--- src/include/bridge_params.svh ---
`ifndef BRIDGE_PARAMS_SVH
`define BRIDGE_PARAMS_SVH

// AXI4-Lite host bus
`define AXI_ADDR_W      7
`define AXI_DATA_W      128

// Image size word fields
`define IMG_W_BITS      12
`define IMG_H_BITS      11
`define IMG_W_LSB       32
`define IMG_H_LSB       0

// DRAM read request
`define DRAM_ADDR_W     39
`define DRAM_LEN_W      8

// Write offsets
`define REG_IMAGE_FIFO  7'h00
`define REG_FLUSH       7'h10
`define REG_IMAGE_SIZE  7'h20
`define REG_DRAM_DATA   7'h30
`define REG_DRAM_DONE   7'h40

// Read offsets
`define REG_DRAM_REQ    7'h00

// Response codes
`define RESP_OKAY       2'b00
`define RESP_SLVERR     2'b10

`endif

--- src/rtl/img_bridge_pkg.sv ---
`include "bridge_params.svh"

package img_bridge_pkg;

    //////////////////////////////////////////////////////////////////////
    // Decoded register operations
    //////////////////////////////////////////////////////////////////////
    typedef enum logic [2:0] {
        OP_NONE,
        OP_IMAGE_DATA,
        OP_FLUSH,
        OP_IMAGE_SIZE,
        OP_DRAM_DATA,
        OP_DRAM_DONE
    } reg_op_e;

    // One-cycle command from the control block to the datapaths
    typedef struct packed {
        reg_op_e                 op;
        logic [`AXI_DATA_W-1:0]  data;
    } wr_cmd_t;

    // Latched DRAM read request
    typedef struct packed {
        logic [`DRAM_ADDR_W-1:0] addr;
        logic [`DRAM_LEN_W-1:0]  len;
    } dram_req_t;

    //////////////////////////////////////////////////////////////////////
    // Handshake FSM states
    //////////////////////////////////////////////////////////////////////
    typedef enum logic {WR_IDLE, WR_RESP} wr_state_e;
    typedef enum logic {RD_IDLE, RD_DATA} rd_state_e;

endpackage

--- src/rtl/bridge_ctrl.sv ---
`include "bridge_params.svh"

module bridge_ctrl
    import img_bridge_pkg::*;
(
    input  logic                    s_axi_aclk,
    input  logic                    s_axi_aresetn,

    // Write address and data
    input  logic [`AXI_ADDR_W-1:0]  s_axi_awaddr,
    input  logic                    s_axi_awvalid,
    output logic                    s_axi_awready,
    input  logic [`AXI_DATA_W-1:0]  s_axi_wdata,
    input  logic                    s_axi_wvalid,
    output logic                    s_axi_wready,

    // Write response
    output logic [1:0]              s_axi_bresp,
    output logic                    s_axi_bvalid,
    input  logic                    s_axi_bready,

    // Read address and data
    input  logic [`AXI_ADDR_W-1:0]  s_axi_araddr,
    input  logic                    s_axi_arvalid,
    output logic                    s_axi_arready,
    output logic [`AXI_DATA_W-1:0]  s_axi_rdata,
    output logic [1:0]              s_axi_rresp,
    output logic                    s_axi_rvalid,
    input  logic                    s_axi_rready,

    // Back-pressure from the targets
    input  logic                    image_full,
    input  logic                    dram_buffer_full,

    input  dram_req_t               req,
    output wr_cmd_t                 cmd
);

    wr_state_e               wr_state;
    rd_state_e               rd_state;
    reg_op_e                 wr_op;
    logic                    wr_blocked;
    logic                    wr_accept;
    logic                    rd_accept;
    reg_op_e                 cmd_op;
    logic [`AXI_DATA_W-1:0]  cmd_data;
    logic [`AXI_DATA_W-1:0]  req_word;

    //////////////////////////////////////////////////////////////////////
    // Write decode and acceptance
    //////////////////////////////////////////////////////////////////////
    always_comb begin
        case (s_axi_awaddr)
            `REG_IMAGE_FIFO: wr_op = OP_IMAGE_DATA;
            `REG_FLUSH:      wr_op = OP_FLUSH;
            `REG_IMAGE_SIZE: wr_op = OP_IMAGE_SIZE;
            `REG_DRAM_DATA:  wr_op = OP_DRAM_DATA;
            `REG_DRAM_DONE:  wr_op = OP_DRAM_DONE;
            default:         wr_op = OP_NONE;
        endcase
    end

    // Full targets hold the write in AW/W until they drain
    assign wr_blocked = (wr_op == OP_IMAGE_DATA && image_full) ||
                        (wr_op == OP_DRAM_DATA && dram_buffer_full);

    assign wr_accept = s_axi_awvalid && s_axi_wvalid &&
                       (wr_state == WR_IDLE) && !wr_blocked;

    assign s_axi_awready = wr_accept;
    assign s_axi_wready  = wr_accept;
    assign s_axi_bvalid  = (wr_state == WR_RESP);

    //////////////////////////////////////////////////////////////////////
    // Write response FSM
    //////////////////////////////////////////////////////////////////////
    always_ff @(posedge s_axi_aclk) begin
        if (!s_axi_aresetn) begin
            wr_state    <= WR_IDLE;
            s_axi_bresp <= `RESP_OKAY;
        end else begin
            case (wr_state)
                WR_IDLE: begin
                    if (wr_accept) begin
                        wr_state    <= WR_RESP;
                        s_axi_bresp <= (wr_op == OP_NONE) ? `RESP_SLVERR : `RESP_OKAY;
                    end
                end
                WR_RESP: begin
                    if (s_axi_bready) begin
                        wr_state <= WR_IDLE;
                    end
                end
                default: wr_state <= WR_IDLE;
            endcase
        end
    end

    // Command lives for exactly one cycle after the accept
    always_ff @(posedge s_axi_aclk) begin
        if (!s_axi_aresetn) begin
            cmd_op <= OP_NONE;
        end else begin
            cmd_op <= wr_accept ? wr_op : OP_NONE;
        end
    end

    always_ff @(posedge s_axi_aclk) begin
        if (wr_accept) begin
            cmd_data <= s_axi_wdata;
        end
    end

    assign cmd = '{op: cmd_op, data: cmd_data};

    //////////////////////////////////////////////////////////////////////
    // Read side
    //////////////////////////////////////////////////////////////////////
    // Len in the upper half and addr in the lower half
    assign req_word = {{(`AXI_DATA_W/2 - `DRAM_LEN_W){1'b0}}, req.len,
                       {(`AXI_DATA_W/2 - `DRAM_ADDR_W){1'b0}}, req.addr};

    assign s_axi_arready = (rd_state == RD_IDLE);
    assign rd_accept     = s_axi_arvalid && s_axi_arready;
    assign s_axi_rvalid  = (rd_state == RD_DATA);

    always_ff @(posedge s_axi_aclk) begin
        if (!s_axi_aresetn) begin
            rd_state    <= RD_IDLE;
            s_axi_rdata <= '0;
            s_axi_rresp <= `RESP_OKAY;
        end else begin
            case (rd_state)
                RD_IDLE: begin
                    if (rd_accept) begin
                        rd_state <= RD_DATA;
                        if (s_axi_araddr == `REG_DRAM_REQ) begin
                            s_axi_rdata <= req_word;
                            s_axi_rresp <= `RESP_OKAY;
                        end else begin
                            s_axi_rdata <= '0;
                            s_axi_rresp <= `RESP_SLVERR;
                        end
                    end
                end
                RD_DATA: begin
                    if (s_axi_rready) begin
                        rd_state <= RD_IDLE;
                    end
                end
                default: rd_state <= RD_IDLE;
            endcase
        end
    end

    //////////////////////////////////////////////////////////////////////
    // Protocol checks
    //////////////////////////////////////////////////////////////////////
    a_bvalid_hold: assert property (@(posedge s_axi_aclk) disable iff (!s_axi_aresetn)
        s_axi_bvalid && !s_axi_bready |=> s_axi_bvalid && $stable(s_axi_bresp))
        else $error("bvalid dropped or bresp changed before bready");

    a_rvalid_hold: assert property (@(posedge s_axi_aclk) disable iff (!s_axi_aresetn)
        s_axi_rvalid && !s_axi_rready |=> s_axi_rvalid && $stable(s_axi_rdata))
        else $error("rvalid dropped or rdata changed before rready");

    // Image writes only go out while the FIFO has room
    a_image_not_full: assert property (@(posedge s_axi_aclk) disable iff (!s_axi_aresetn)
        cmd.op == OP_IMAGE_DATA |-> $past(s_axi_awready && !image_full))
        else $error("image write accepted while image FIFO full");

endmodule

--- src/rtl/dram_mailbox.sv ---
`include "bridge_params.svh"

module dram_mailbox
    import img_bridge_pkg::*;
(
    input  logic                     s_axi_aclk,
    input  logic                     s_axi_aresetn,
    input  wr_cmd_t                  cmd,

    // DRAM read request from the far side
    input  logic                     dram_read_en,
    input  logic [`DRAM_ADDR_W-1:0]  dram_read_addr,
    input  logic [`DRAM_LEN_W-1:0]   dram_read_len,

    // Data buffer toward DRAM
    output logic [`AXI_DATA_W-1:0]   dram_data,
    output logic                     dram_data_valid,
    output logic                     dram_read_busy,

    output dram_req_t                req
);

    //////////////////////////////////////////////////////////////////////
    // Data buffer beats
    //////////////////////////////////////////////////////////////////////
    // Every beat is qualified including the last one
    always_ff @(posedge s_axi_aclk) begin
        if (!s_axi_aresetn) begin
            dram_data_valid <= 1'b0;
            dram_data       <= '0;
        end else begin
            dram_data_valid <= (cmd.op == OP_DRAM_DATA);
            if (cmd.op == OP_DRAM_DATA) begin
                dram_data <= cmd.data;
            end
        end
    end

    //////////////////////////////////////////////////////////////////////
    // Request latch and busy flag
    //////////////////////////////////////////////////////////////////////
    always_ff @(posedge s_axi_aclk) begin
        if (!s_axi_aresetn) begin
            req <= '0;
        end else if (dram_read_en) begin
            req.addr <= dram_read_addr;
            req.len  <= dram_read_len;
        end
    end

    // A new request beats a done write in the same cycle
    always_ff @(posedge s_axi_aclk) begin
        if (!s_axi_aresetn) begin
            dram_read_busy <= 1'b0;
        end else if (dram_read_en) begin
            dram_read_busy <= 1'b1;
        end else if (cmd.op == OP_DRAM_DONE) begin
            dram_read_busy <= 1'b0;
        end
    end

endmodule

--- src/rtl/image_port.sv ---
`include "bridge_params.svh"

module image_port
    import img_bridge_pkg::*;
(
    input  logic                    s_axi_aclk,
    input  logic                    s_axi_aresetn,
    input  wr_cmd_t                 cmd,

    // Image sender FIFO side
    output logic                    image_write,
    output logic [`AXI_DATA_W-1:0]  image_data,
    output logic                    image_flush,
    output logic [`IMG_W_BITS-1:0]  image_width,
    output logic [`IMG_H_BITS-1:0]  image_height
);

    //////////////////////////////////////////////////////////////////////
    // Write and flush pulses
    //////////////////////////////////////////////////////////////////////
    always_ff @(posedge s_axi_aclk) begin
        if (!s_axi_aresetn) begin
            image_write <= 1'b0;
            image_flush <= 1'b0;
            image_data  <= '0;
        end else begin
            image_write <= (cmd.op == OP_IMAGE_DATA);
            // Flush only when bit 0 of the word is set
            image_flush <= (cmd.op == OP_FLUSH) && cmd.data[0];
            if (cmd.op == OP_IMAGE_DATA) begin
                image_data <= cmd.data;
            end
        end
    end

    //////////////////////////////////////////////////////////////////////
    // Image size registers
    //////////////////////////////////////////////////////////////////////
    always_ff @(posedge s_axi_aclk) begin
        if (!s_axi_aresetn) begin
            image_width  <= '0;
            image_height <= '0;
        end else if (cmd.op == OP_IMAGE_SIZE) begin
            image_width  <= cmd.data[`IMG_W_LSB +: `IMG_W_BITS];
            image_height <= cmd.data[`IMG_H_LSB +: `IMG_H_BITS];
        end
    end

    // One pulse at a time toward the FIFO
    a_write_flush_excl: assert property (@(posedge s_axi_aclk) disable iff (!s_axi_aresetn)
        !(image_write && image_flush))
        else $error("image_write and image_flush high together");

endmodule

--- src/rtl/img_bridge_top.sv ---
`include "bridge_params.svh"

module img_bridge_top
    import img_bridge_pkg::*;
(
    input  logic                     s_axi_aclk,
    input  logic                     s_axi_aresetn,

    // AXI4-Lite write channels
    input  logic [`AXI_ADDR_W-1:0]   s_axi_awaddr,
    input  logic                     s_axi_awvalid,
    output logic                     s_axi_awready,
    input  logic [`AXI_DATA_W-1:0]   s_axi_wdata,
    input  logic                     s_axi_wvalid,
    output logic                     s_axi_wready,
    output logic [1:0]               s_axi_bresp,
    output logic                     s_axi_bvalid,
    input  logic                     s_axi_bready,

    // AXI4-Lite read channels
    input  logic [`AXI_ADDR_W-1:0]   s_axi_araddr,
    input  logic                     s_axi_arvalid,
    output logic                     s_axi_arready,
    output logic [`AXI_DATA_W-1:0]   s_axi_rdata,
    output logic [1:0]               s_axi_rresp,
    output logic                     s_axi_rvalid,
    input  logic                     s_axi_rready,

    // Image sender
    input  logic                     image_full,
    output logic                     image_reset,
    output logic                     image_write,
    output logic [`AXI_DATA_W-1:0]   image_data,
    output logic                     image_flush,
    output logic [`IMG_W_BITS-1:0]   image_width,
    output logic [`IMG_H_BITS-1:0]   image_height,

    // DRAM side
    input  logic                     dram_buffer_full,
    input  logic                     dram_read_en,
    input  logic [`DRAM_ADDR_W-1:0]  dram_read_addr,
    input  logic [`DRAM_LEN_W-1:0]   dram_read_len,
    output logic [`AXI_DATA_W-1:0]   dram_data,
    output logic                     dram_data_valid,
    output logic                     dram_read_busy
);

    wr_cmd_t   cmd;
    dram_req_t req;

    assign image_reset = ~s_axi_aresetn;

    //////////////////////////////////////////////////////////////////////
    // Control and datapaths
    //////////////////////////////////////////////////////////////////////
    bridge_ctrl i_bridge_ctrl (
        .s_axi_aclk       (s_axi_aclk),
        .s_axi_aresetn    (s_axi_aresetn),
        .s_axi_awaddr     (s_axi_awaddr),
        .s_axi_awvalid    (s_axi_awvalid),
        .s_axi_awready    (s_axi_awready),
        .s_axi_wdata      (s_axi_wdata),
        .s_axi_wvalid     (s_axi_wvalid),
        .s_axi_wready     (s_axi_wready),
        .s_axi_bresp      (s_axi_bresp),
        .s_axi_bvalid     (s_axi_bvalid),
        .s_axi_bready     (s_axi_bready),
        .s_axi_araddr     (s_axi_araddr),
        .s_axi_arvalid    (s_axi_arvalid),
        .s_axi_arready    (s_axi_arready),
        .s_axi_rdata      (s_axi_rdata),
        .s_axi_rresp      (s_axi_rresp),
        .s_axi_rvalid     (s_axi_rvalid),
        .s_axi_rready     (s_axi_rready),
        .image_full       (image_full),
        .dram_buffer_full (dram_buffer_full),
        .req              (req),
        .cmd              (cmd)
    );

    image_port i_image_port (
        .s_axi_aclk    (s_axi_aclk),
        .s_axi_aresetn (s_axi_aresetn),
        .cmd           (cmd),
        .image_write   (image_write),
        .image_data    (image_data),
        .image_flush   (image_flush),
        .image_width   (image_width),
        .image_height  (image_height)
    );

    dram_mailbox i_dram_mailbox (
        .s_axi_aclk      (s_axi_aclk),
        .s_axi_aresetn   (s_axi_aresetn),
        .cmd             (cmd),
        .dram_read_en    (dram_read_en),
        .dram_read_addr  (dram_read_addr),
        .dram_read_len   (dram_read_len),
        .dram_data       (dram_data),
        .dram_data_valid (dram_data_valid),
        .dram_read_busy  (dram_read_busy),
        .req             (req)
    );

endmodule

--- config.mk ---
export PLATFORM = sky130hd
export DESIGN_NAME = img_bridge_top
export DESIGN_NICKNAME = d
export VERILOG_FILES = /design/src/rtl/img_bridge_pkg.sv /design/src/rtl/bridge_ctrl.sv /design/src/rtl/dram_mailbox.sv /design/src/rtl/image_port.sv /design/src/rtl/img_bridge_top.sv
export VERILOG_INCLUDE_DIRS = /design/src /design/src/include
export SDC_FILE = /design/constraint.sdc
export NUM_CORES = 1
export LEC_CHECK = 0
export BUFFER_PORTS_ARGS = -buffer_cell sky130_fd_sc_hd__buf_2
export CAP_MARGIN = 20
export CORE_AREA = 2 2 241 243
export DETAILED_ROUTE_END_ITERATION = 6
export DIE_AREA = 0 0 243 245
export PLACE_DENSITY_LB_ADDON = 0.25
export SLEW_MARGIN = 20
export SYNTH_ARGS = -nofsm -noshare
export SYNTH_HDL_FRONTEND = slang
export SYNTH_SLANG_ARGS = --single-unit
--- constraint.sdc ---
create_clock -name s_axi_aclk -period 12.6 [get_ports s_axi_aclk]
set_input_delay 1.89 -clock s_axi_aclk [delete_from_list [all_inputs] [get_ports s_axi_aclk]]
set_output_delay 1.89 -clock s_axi_aclk [all_outputs]
set_load 0.01 [all_outputs]
* After elaboration in Yosys (flattened, before gate mapping)
Cells that the tools add are included.
Operators by class: equal/unequal tests 11, muxes and demuxes 12, bitwise logic cells 3, reductions and logical operators 16
Operators by type and width (number):
- $mux W72 | 1
- $pmux W3 S5 | 1
- $eq A7 B6 Y1 const B | 2
- $logic_not A7 Y1 | 2
- $eq A3 B3 Y1 const B | 3
- $eq A7 B5 Y1 const B | 1
- $eq A7 B7 Y1 const B | 1
- $logic_and A1 B1 Y1 | 7
- $eq A3 B1 Y1 const B | 2
- $eq A3 B2 Y1 const B | 2
- $mux W1 | 6
- $reduce_and A2 Y1 | 3
- $mux W2 | 2
- $pmux W1 S2 | 2
- $logic_not A3 Y1 | 1
- $not A1 Y1 | 3
- $reduce_bool A2 Y1 | 1
- $logic_not A1 Y1 | 1
- $logic_or A1 B1 Y1 | 1
Storage, ports and cells: input port bits 199, bits in registers 595, output and inout bits 421, logic and storage cells 59

* Longest topological paths before layout
Gate-level depths: netlist (run 1).
depth after elaboration 9, mapped depth 6, mapped depth without buffers 4

* Hierarchy
From an unflattened synthesis (run 1), not the netlist that was laid out.
Unflattened totals: cell total of the unflattened synthesis 1707, area total of the unflattened synthesis 19142.1 um^2
By module, submodules not included:
- dram_mailbox | times used 1, area each 6932.9 um^2, seq. area each 3543.4 um^2, cells an instance 714
- bridge_ctrl | times used 1, area each 6303.5 um^2, seq. area each 4924.7 um^2, cells an instance 357
- image_port | times used 1, area each 5901.9 um^2, seq. area each 3062.9 um^2, cells an instance 635
- img_bridge_top | times used 1, area each 3.8 um^2, seq. area each 0.0 um^2, cells an instance 1

* Worst setup path after synthesis (run 1)
Ideal clock, no wire load.
path type input to output, from input image_full, to output s_axi_wready, arrival time 9.289 ns, slack 1.421 ns, stages on the path 4, data required time 10.710 ns, buffers on the path 1, path through or3b_1 -> a21oi_1 -> a21oi_1 -> buf_4
On the way: word-level cells in the longest chain between the ends 4
Ends and longest elaborated chain:
- start: declaration | line img_bridge_top.sv:30 | input logic image_full,
- $logic_and A1 B1 Y1 | line bridge_ctrl.sv:64 | assign wr_blocked = (wr_op == OP_IMAGE_DATA && image_full) ||
- $logic_or A1 B1 Y1 | line bridge_ctrl.sv:64
- $logic_not A1 Y1 | line bridge_ctrl.sv:68 | (wr_state == WR_IDLE) && !wr_blocked;
- $logic_and A1 B1 Y1 | line bridge_ctrl.sv:68
- end: declaration | line img_bridge_top.sv:15 | output logic s_axi_wready,
Every way passes these cells.

* Worst setup path in the final report (run 1)
from input s_axi_awaddr[4], to output s_axi_awready
On the way: word-level cells in the longest chain between the ends 7, elaborated cells on any way between the ends 13, classes of those cells 6 x eq/ne; 1 x mux; 6 x reduce/logical
Ends and longest elaborated chain:
- start: declaration | line img_bridge_top.sv:10 | input logic [`AXI_ADDR_W-1:0] s_axi_awaddr,
- $eq A7 B7 Y1, or another cell as far along | line bridge_ctrl.sv:53 | case (s_axi_awaddr)
- $pmux W3 S5 * | line bridge_ctrl.sv:53
- $eq A3 B1 Y1 or $eq A3 B3 Y1 (tied branches) | line bridge_ctrl.sv:64, bridge_ctrl.sv:65
- $logic_and A1 B1 Y1 (on tied branches) | line bridge_ctrl.sv:64, bridge_ctrl.sv:65
- $logic_or A1 B1 Y1 * | line bridge_ctrl.sv:64
- $logic_not A1 Y1 * | line bridge_ctrl.sv:68
- $logic_and A1 B1 Y1 * | line bridge_ctrl.sv:68
- end: declaration | line img_bridge_top.sv:12 | output logic s_axi_awready,
Every way passes the cells marked *; elsewhere a longest branch is shown, timed or not.

==> flow_summary.ini, run 1 <==
[clock_tree]
ctsResizeCount = 0
htree_levels = 2
clk_pin_slew_ns = 0.06
cts.sinks = 512
cts_tree = done
clkLatencyLatePin_ns = 0.60
cts_setup_buffers = 0
clockBufferDepth = 3
hold_buffers = 0
root_buffer = clkbuf_16
cts_made_buffers = 53

[floorplan]
start_util_pct = 30.88
coreArea_um2 = 57030
pin_count = 620
row_count = 88
die-height_um = 245
die_x_um = 243
dieArea_um2 = 59540

[logic_synthesis]
yosys-top-cells-area = dfxtp_1, edfxtp_1, nand2_1, a21oi_1, buf_4
synth_top_area_share_pct = 43.64
synth_area_um2 = 17610
synth_edf_count = 128
synthCells = 1736
yosysSeqAreaShare_pct = 65.46
yosysWarnings = 0
synth.largest_area_cell = dfxtp_1
synth-seq-cells = 512
ys.flop_type = dfxtp_1
synthArstFlopShare_pct = 0
syn_area_per_cell_um2 = 10.15
ys_types = 33

[critical_path]
worstRegToRegCells = 6
worstPathArrival_ns = 3.40
regToRegSetupSlack_ns = 9.91
criticalPathCategory = input port to output port
reg2reg_from = i_bridge_ctrl.cmd_op[1]$_SDFF_PN0_
cp.required_ns = 10.71
r2r-end = i_image_port.image_data[65]$_SDFFE_PN0P_
crit_path_start_kind = input port
cp_max_fo = 38
end_kind = output port

[routing]
vias = 13656
wl_um = 53760
wl_per_cell_um = 17.65
drc_errors = 0
drt_iter0_markers = 632
first_pass_iters = 4
vias_per_cell = 4.485
ant_nets = 0

[finish]
final_cell_mix = nand2_1, buf_2, dfxtp_1, a21oi_1, edfxtp_1
area_delta_synth_final_pct = 26.26
fin_nets = 2427
multiInputGateArea_um2 = 5179
seq_area_um2 = 11530
fillers = 5727
mostFrequentLayoutCell = nand2_1
drive_above_1_share_pct = 28.33

[timing]
max_freq_mhz = 189.1
tightest_slew_ns = 1.091
finalHoldViolations = 0
setup_viol = 0
setup_slack_ns = 7.312
rsz0062_at_grt = false
slew_violations = 0
finalCritPeriodShare_pct = 41.97
min_period_ns = 5.288
setup_tns_ns = 0
fin_skew_ns = 0.03089
slew_headroom_pct = 27.25

[placement]
portBuffers = 536
place_ws_ns = 7.291
dpl.hpwl_um = 35640
place_congestion = 0.8103

[grt]
antenna_found_initial = 11
grt_overflow_total = 0
grt_max_degree = 200
grt_pass1_vias = 13300
grt_pass1_wl_um = 79930
grtUsageTotal_pct = 17.32

[power]
p_per_area_nw_per_um2 = 151.7
total_power_mw = 3.374
p_leak_nw = 9.306
ir_drop_uv = 99.82

[hold_path]
hold_depth = 2
holdPathEnd = i_dram_mailbox.dram_data[35]$_SDFFE_PN0P_
min_from = i_dram_mailbox.dram_data[35]$_SDFFE_PN0P_
hp-class = flip-flop to flip-flop

[status]
status = complete, no violations

[flow_run]
cap_viol_max_count = 0
[metal layers]
metal / vias up / global-route usage, % / share of wire (%)
met3: 106 / 4.734 / 6.7
met1: 6492 / 19.97 / 40
met5: - / 0 / 0.082
met4: 8 / 6.947 / 3.4
li1: 6587 / - / -
met2: 463 / 30.41 / 50
[kinds of logic (layout without fill, tap and decap cells)]
kind of cell              Yosys count  count (layout)  synth area share [%]
AOI/OAI and AO/OA                 338             338                 10.68
xor gates and xnor gates            1               1               0.04973
buffers and inverters             199             654                 7.132
DFF                               512             512                 65.46
muxes                              47              47                 2.671
other                               1              90               0.02129
and+or+nand+nor                   638             638                 13.98
[cell type report]
| class | count | area share (%) |
|---|---|---|
| Tap cell | 765 | 4.304 |
| Clock buffer | 75 | 6.785 |
| Sequential cell | 512 | 51.85 |
| Clock inverter | 25 | 0.9170 |
| Inverter | 2 | 0.06751 |
| Antenna cell | 7 | 0.07876 |
| Timing Repair Buffer | 552 | 12.71 |
| Multi-Input combinational cell | 1107 | 23.29 |
[worst max-delay path by stage]
stage                     from             to  slack (ns)  depth (start not counted)
4_1_cts        s_axi_awaddr[4]  s_axi_awready        7.29                          6
5_1_grt        s_axi_awaddr[4]  s_axi_awready        7.20                          6
3_5_place_dp   s_axi_awaddr[4]  s_axi_awready        7.29                          6
3_3_place_gp   s_axi_awaddr[3]  s_axi_awready        6.99                          5
2_1_floorplan       image_full   s_axi_wready        1.42                          4
6_report       s_axi_awaddr[4]  s_axi_awready        7.31                          6
[synthesized netlist by cell type, types with 3 or more instances]
cell type,number
nor2b_1,3
buf_6,16
dfxtp_1,384
mux2i_1,47
a21oi_1,283
a22o_1,47
clkbuf_1,41
nand2_1,561
buf_4,86
edfxtp_1,128
nand3b_1,3
nor2_1,57
buf_2,53
[per-stage QoR]
stage               hold slack (ns)  util (%)  instances  cell area (um^2)
finish                       0.4498     38.99       3045             22240
global route                 0.4641     38.99       3044             22240
CTS                          0.4528     38.96       3038             22220
global placement             0.4380     35.91       2937             20480
detailed placement           0.4441     35.96       2938             20510
floorplan                    0.4415         -       1818             17920
[power by group]
group | switching, mW | leakage [nW] | internal (mW)
Combinational | 0.0721 | 4.16 | 0.0388
Sequential | 0.0164 | 4.30 | 1.72
Clock | 0.652 | 0.845 | 0.877
[worst max-delay path, cell delays in order]
cell and delay (ns):
buf_2 0.14, or3b_1 0.39, a21oi_1 0.27, a21oi_4 0.09, buf_4 0.33, buf_2 0.24
[state kept, by name, summed over array words and instances, names as in the netlist, 3 cells and up]
signal and count:
i_bridge_ctrl.cmd_data 128, i_bridge_ctrl.cmd_op 3, i_bridge_ctrl.s_axi_rdata 47, i_dram_mailbox.dram_data 128, i_dram_mailbox.req 47, i_image_port.image_data 128, i_image_port.image_height 11, i_image_port.image_width 12
Power figures use the tool's default switching activity.
==> run 2: changes to the inputs <==
==> constraint.sdc (replaced) <==
create_clock -name s_axi_aclk -period 5.4 [get_ports s_axi_aclk]
set_input_delay 0.81 -clock s_axi_aclk [delete_from_list [all_inputs] [get_ports s_axi_aclk]]
set_output_delay 0.81 -clock s_axi_aclk [all_outputs]
set_load 0.01 [all_outputs]
==> flow_summary.ini, run 2 (synthesis gave the netlist of run 1 again) <==
[critical_path]
worstPathArrival_ns = 2.06
cpPeakStageDelay_ns = 0.40
worstRegToRegCells = 5
crit_chain = buf_2, or3b_1, a21oi_1, a21oi_4, buf_2
cpMaxStageDelayCell = or3b_1
criticalPathCategory = input port to output port
cp_max_fo = 7
cp.required_ns = 4.59
crit_path_start_kind = input port
end_kind = output port
cpMostUsedCell = buf_2

[timing]
max_freq_mhz = 348.4
slew_violations = 0
tightest_slew_ns = 1.139
finalHoldViolations = 0
finalCritPeriodShare_pct = 53.15
setup_tns_ns = 0
whs_ns = 0.3721
min_period_ns = 2.870
rsz0062_at_grt = false
fin_skew_ns = 0.02314
setup_viol = 0
slew_headroom_pct = 24.09

[floorplan]
start_util_pct = 30.88
row_count = 88
pin_count = 620
die_x_um = 243
dieArea_um2 = 59540
coreArea_um2 = 57030
die-height_um = 245

[grt]
grt_max_degree = 188
grtUsageTotal_pct = 17.17
grt_pass1_vias = 13311
antenna_found_initial = 8
grt_overflow_total = 0
grt_pass1_wl_um = 79850

[clock_tree]
clockBufferDepth = 3
cts_setup_buffers = 0
cts_tree = done
hold_buffers = 0
clk_pin_slew_ns = 0.06
cts.sinks = 512
ctsResizeCount = 0
htree_levels = 2
clkLatencyLatePin_ns = 0.61
cts_made_buffers = 55
root_buffer = clkbuf_16

[power]
ir_drop_uv = 240.7
p_leak_nw = 9.352
p_per_area_nw_per_um2 = 361.0

[routing]
drt_iter0_markers = 608
m1WireLength_um = 20540
wl_met2_um = 27030
vias_per_cell = 4.509
first_pass_iters = 7
wl_per_cell_um = 17.57
met3WireLength_um = 4138
vias = 13726
wl_um = 53480
routed.top_layer = met5
drc_errors = 0
ant_nets = 0

[finish]
final_cell_mix = nand2_1, buf_2, dfxtp_1, a21oi_1, edfxtp_1
layout.cells.non_filler = 3044
fin_area_um2 = 22350
drive_above_1_share_pct = 28.16
area_delta_synth_final_pct = 26.91
top_regs = i_bridge_ctrl.cmd_data: 128 flops, i_dram_mailbox.dram_data: 128 flops, i_image_port.image_data: 128 flops
mostFrequentLayoutCell = nand2_1
fin_util_pct = 39.19
fin_nets = 2425

[placement]
dpl.hpwl_um = 34780
dpl_cell_area_um2 = 20500
portBuffers = 536
place_congestion = 0.8348
dp.cells = 2934

[hold_path]
hp-class = input port to flip-flop
hold_depth = 1

[status]
status = complete, no violations

[flow_run]
cap_viol_max_count = 0
[run 2: worst paths after layout]
check	start	endpoint	slack [ns]
max	s_axi_awaddr[4]	s_axi_wready	2.53
min reg2reg	i_dram_mailbox.dram_data[74]$_SDFFE_PN0P_	i_dram_mailbox.dram_data[74]$_SDFFE_PN0P_	0.45
min	s_axi_wdata[108]	i_bridge_ctrl.cmd_data[108]$_DFFE_PP_	0.37
max reg2reg	i_bridge_ctrl.cmd_op[1]$_SDFF_PN0_	i_image_port.image_data[55]$_SDFFE_PN0P_	2.90
[run 2: critical path: cells and delay by family]
family / cells / cell delay (ns)
simple gates: 1 / 0.40
compound gates: 2 / 0.46
buf+inv: 2 / 0.37
[run 2: where the power goes]
group | switching, mW | leakage [nW] | internal (mW) | total (mW)
clock | 1.54 | 0.901 | 2.22 | 3.76
combinational | 0.168 | 4.15 | 0.0898 | 0.258
sequential | 0.0383 | 4.30 | 4.01 | 4.05
[run 2: through the flow]
stage	worst slack (ns)	power, mW
after floorplan	0.9611	4.302
after global placement	2.480	4.384
after detailed placement	2.504	4.391
after CTS	2.504	8.192
after global routing	2.435	8.373
final	2.530	8.069
[run 2: layout make-up]
type | count | area [um^2]
Sequential cell | 512 | 11530
Clock inverter | 23 | 225.2
Timing Repair Buffer | 548 | 2823
Antenna cell | 6 | 15.01
Tap cell | 765 | 957.2
Multi-Input combinational cell | 1107 | 5172
Clock buffer | 81 | 1615
Inverter | 2 | 15.01
Fill cell | 5771 | 34680
[run 2: layer usage]
layer / vias up / GRT usage [%]
met4: 6 / 6.370
met2: 492 / 29.97
met1: 6519 / 19.84
met5: - / 0
li1: 6607 / -
met3: 102 / 5.161
==> run 3: changes to the inputs <==
--- a/config.mk
+++ b/config.mk
@@ -8,9 +8,9 @@
 export LEC_CHECK = 0
 export BUFFER_PORTS_ARGS = -buffer_cell sky130_fd_sc_hd__buf_2
 export CAP_MARGIN = 20
-export CORE_AREA = 2 2 241 243
+export CORE_AREA = 2 2 240 242
 export DETAILED_ROUTE_END_ITERATION = 6
-export DIE_AREA = 0 0 243 245
+export DIE_AREA = 0 0 242 244
 export PLACE_DENSITY_LB_ADDON = 0.25
 export SLEW_MARGIN = 20
 export SYNTH_ARGS = -nofsm -noshare
==> constraint.sdc (replaced) <==
create_clock -name s_axi_aclk -period 2.5 [get_ports s_axi_aclk]
set_input_delay 0.375 -clock s_axi_aclk [delete_from_list [all_inputs] [get_ports s_axi_aclk]]
set_output_delay 0.375 -clock s_axi_aclk [all_outputs]
set_load 0.01 [all_outputs]
==> flow_summary.ini, run 3 (synthesis gave the netlist of run 1 again) <==
[critical_path]
worstPathArrival_ns = 1.93
crit_path_start_kind = flip-flop
end_kind = output port
regToRegSetupSlack_ns = 0.72
cp_max_fo = 41
criticalPathCategory = flip-flop to output port
cp.required_ns = 2.12

[clock_tree]
cts_tree = done
clkLatencyLatePin_ns = 0.62
clockBufferDepth = 3
ctsResizeCount = 0
cts_setup_buffers = 0
htree_levels = 2
root_buffer = clkbuf_16
clk_pin_slew_ns = 0.06
cts_made_buffers = 55
cts.sinks = 512

[flow_run]
cap_viol_max_count = 0

[routing]
ant_nets = 0
vias = 14405
drt_iter0_markers = 625
wl_per_cell_um = 16.97
drc_errors = 0
first_pass_iters = 5
wl_um = 54660
vias_per_cell = 4.474

[timing]
min_period_ns = 2.305
slew_headroom_pct = 52.97
tightest_slew_ns = 0.7055
setup_tns_ns = 0
finalHoldViolations = 0
rsz0062_at_grt = false
whs_ns = 0.05310
max_freq_mhz = 433.9
finalCritPeriodShare_pct = 92.18
fin_skew_ns = 0.02940
slew_violations = 0
setup_viol = 0

[floorplan]
die_x_um = 242
start_util_pct = 31.36
pin_count = 620
die-height_um = 244
coreArea_um2 = 56170
dieArea_um2 = 59050
row_count = 87

[power]
p_leak_nw = 10.23
ir_drop_uv = 554.9
p_per_area_nw_per_um2 = 735.5

[finish]
fin_util_pct = 43.42
fin_nets = 2614
seq_area_um2 = 11530
multiInputGateArea_um2 = 5176
top_regs = i_bridge_ctrl.cmd_data: 128 flops, i_dram_mailbox.dram_data: 128 flops, i_image_port.image_data: 128 flops
area_delta_synth_final_pct = 38.44
layout.cells.non_filler = 3220
drive_above_1_share_pct = 26.89
mostFrequentLayoutCell = nand2_1
fillers = 5461
final_cell_mix = nand2_1, buf_2, dfxtp_1, a21oi_1, dlygate4sd3_1

[grt]
antenna_found_initial = 4
grt_pass1_vias = 14182
grt_overflow_total = 0
grt_pass1_wl_um = 82060
grt_max_degree = 136
grtUsageTotal_pct = 17.71

[placement]
portBuffers = 536
place_congestion = 0.8342
dpl.hpwl_um = 36760
dp.cells = 2942

[status]
status = complete, no violations

[hold_path]
hp-class = input port to flip-flop
==> run 3: cell types whose count changed in the layout (fill, tap and decap cells not counted), moves of 3 or more <==
cell / change
clkinv_2: +3
bufinv_16: +3
dlygate4sd3_1: +172
buf_4: +5
clkinv_4: +3
diode_2: -4
clkinv_1: -3
clkbuf_8: -5
buf_12: +12
==> run 3: cell type report <==
cell class | instances | share of cell area (%)
flip-flops and latches | 512 | 47.29
multi-input cells | 1107 | 21.23
repair buffers | 737 | 19.77
clock buffers | 75 | 6.326
well taps | 756 | 3.879
clock inverters | 29 | 1.426
inverters | 2 | 0.06157
diodes | 2 | 0.02052
==> run 3: layer usage <==
metal  global-route usage, %  part of all wire, %  vias up
li1                        -                    -     6967
met1                   19.50                   38     6805
met2                   31.08                   49      509
met3                   5.926                  8.2      120
met4                   7.771                  4.1        4
met5                       0                0.046        -
==> run 3: metrics by stage <==
step / total power [mW] / instance area (um^2) / setup slack, ns
4_1_cts: 18.17 / 24380 / 0.1396
6_report: 17.94 / 24390 / 0.1954
3_3_place_gp: 9.492 / 20770 / 0.4642
3_5_place_dp: 9.506 / 20770 / 0.4482
5_1_grt: 18.55 / 24390 / 0.1051
2_1_floorplan: 9.293 / 17940 / -1.053
==> run 3: repair_timing <==
item,in CTS,in global routing
setup endpoints to repair,0,0
hold buffers,172,0
hold endpoints to repair,172,0
==> run 3: power by group <==
part | switching [mW] | internal (mW) | total [mW]
Clock | 3.42 | 4.97 | 8.40
Sequential | 0.0859 | 8.66 | 8.74
Combinational | 0.408 | 0.389 | 0.797
==> run 3: final timing paths <==
kind                                                                 from                                         to  cells past startpoint
worst max-delay path                i_bridge_ctrl.s_axi_bvalid$_SDFF_PN0_                               s_axi_wready                      4
worst min-delay path                                   dram_read_addr[12]        i_dram_mailbox.req[20]$_SDFFE_PN0P_                      3
worst max register to register         i_bridge_ctrl.cmd_op[0]$_SDFF_PN0_  i_dram_mailbox.dram_data[31]$_SDFFE_PN0P_                      4
worst min register to register  i_bridge_ctrl.s_axi_bresp[1]$_SDFFE_PN0P_  i_bridge_ctrl.s_axi_bresp[1]$_SDFFE_PN0P_                      1
==> run 3: critical path, stage by stage (launching register included) <==
cell and delay (ns):
dfxtp_1 0.36, nand3b_1 0.24, a21oi_4 0.18, buf_12 0.27, buf_2 0.20
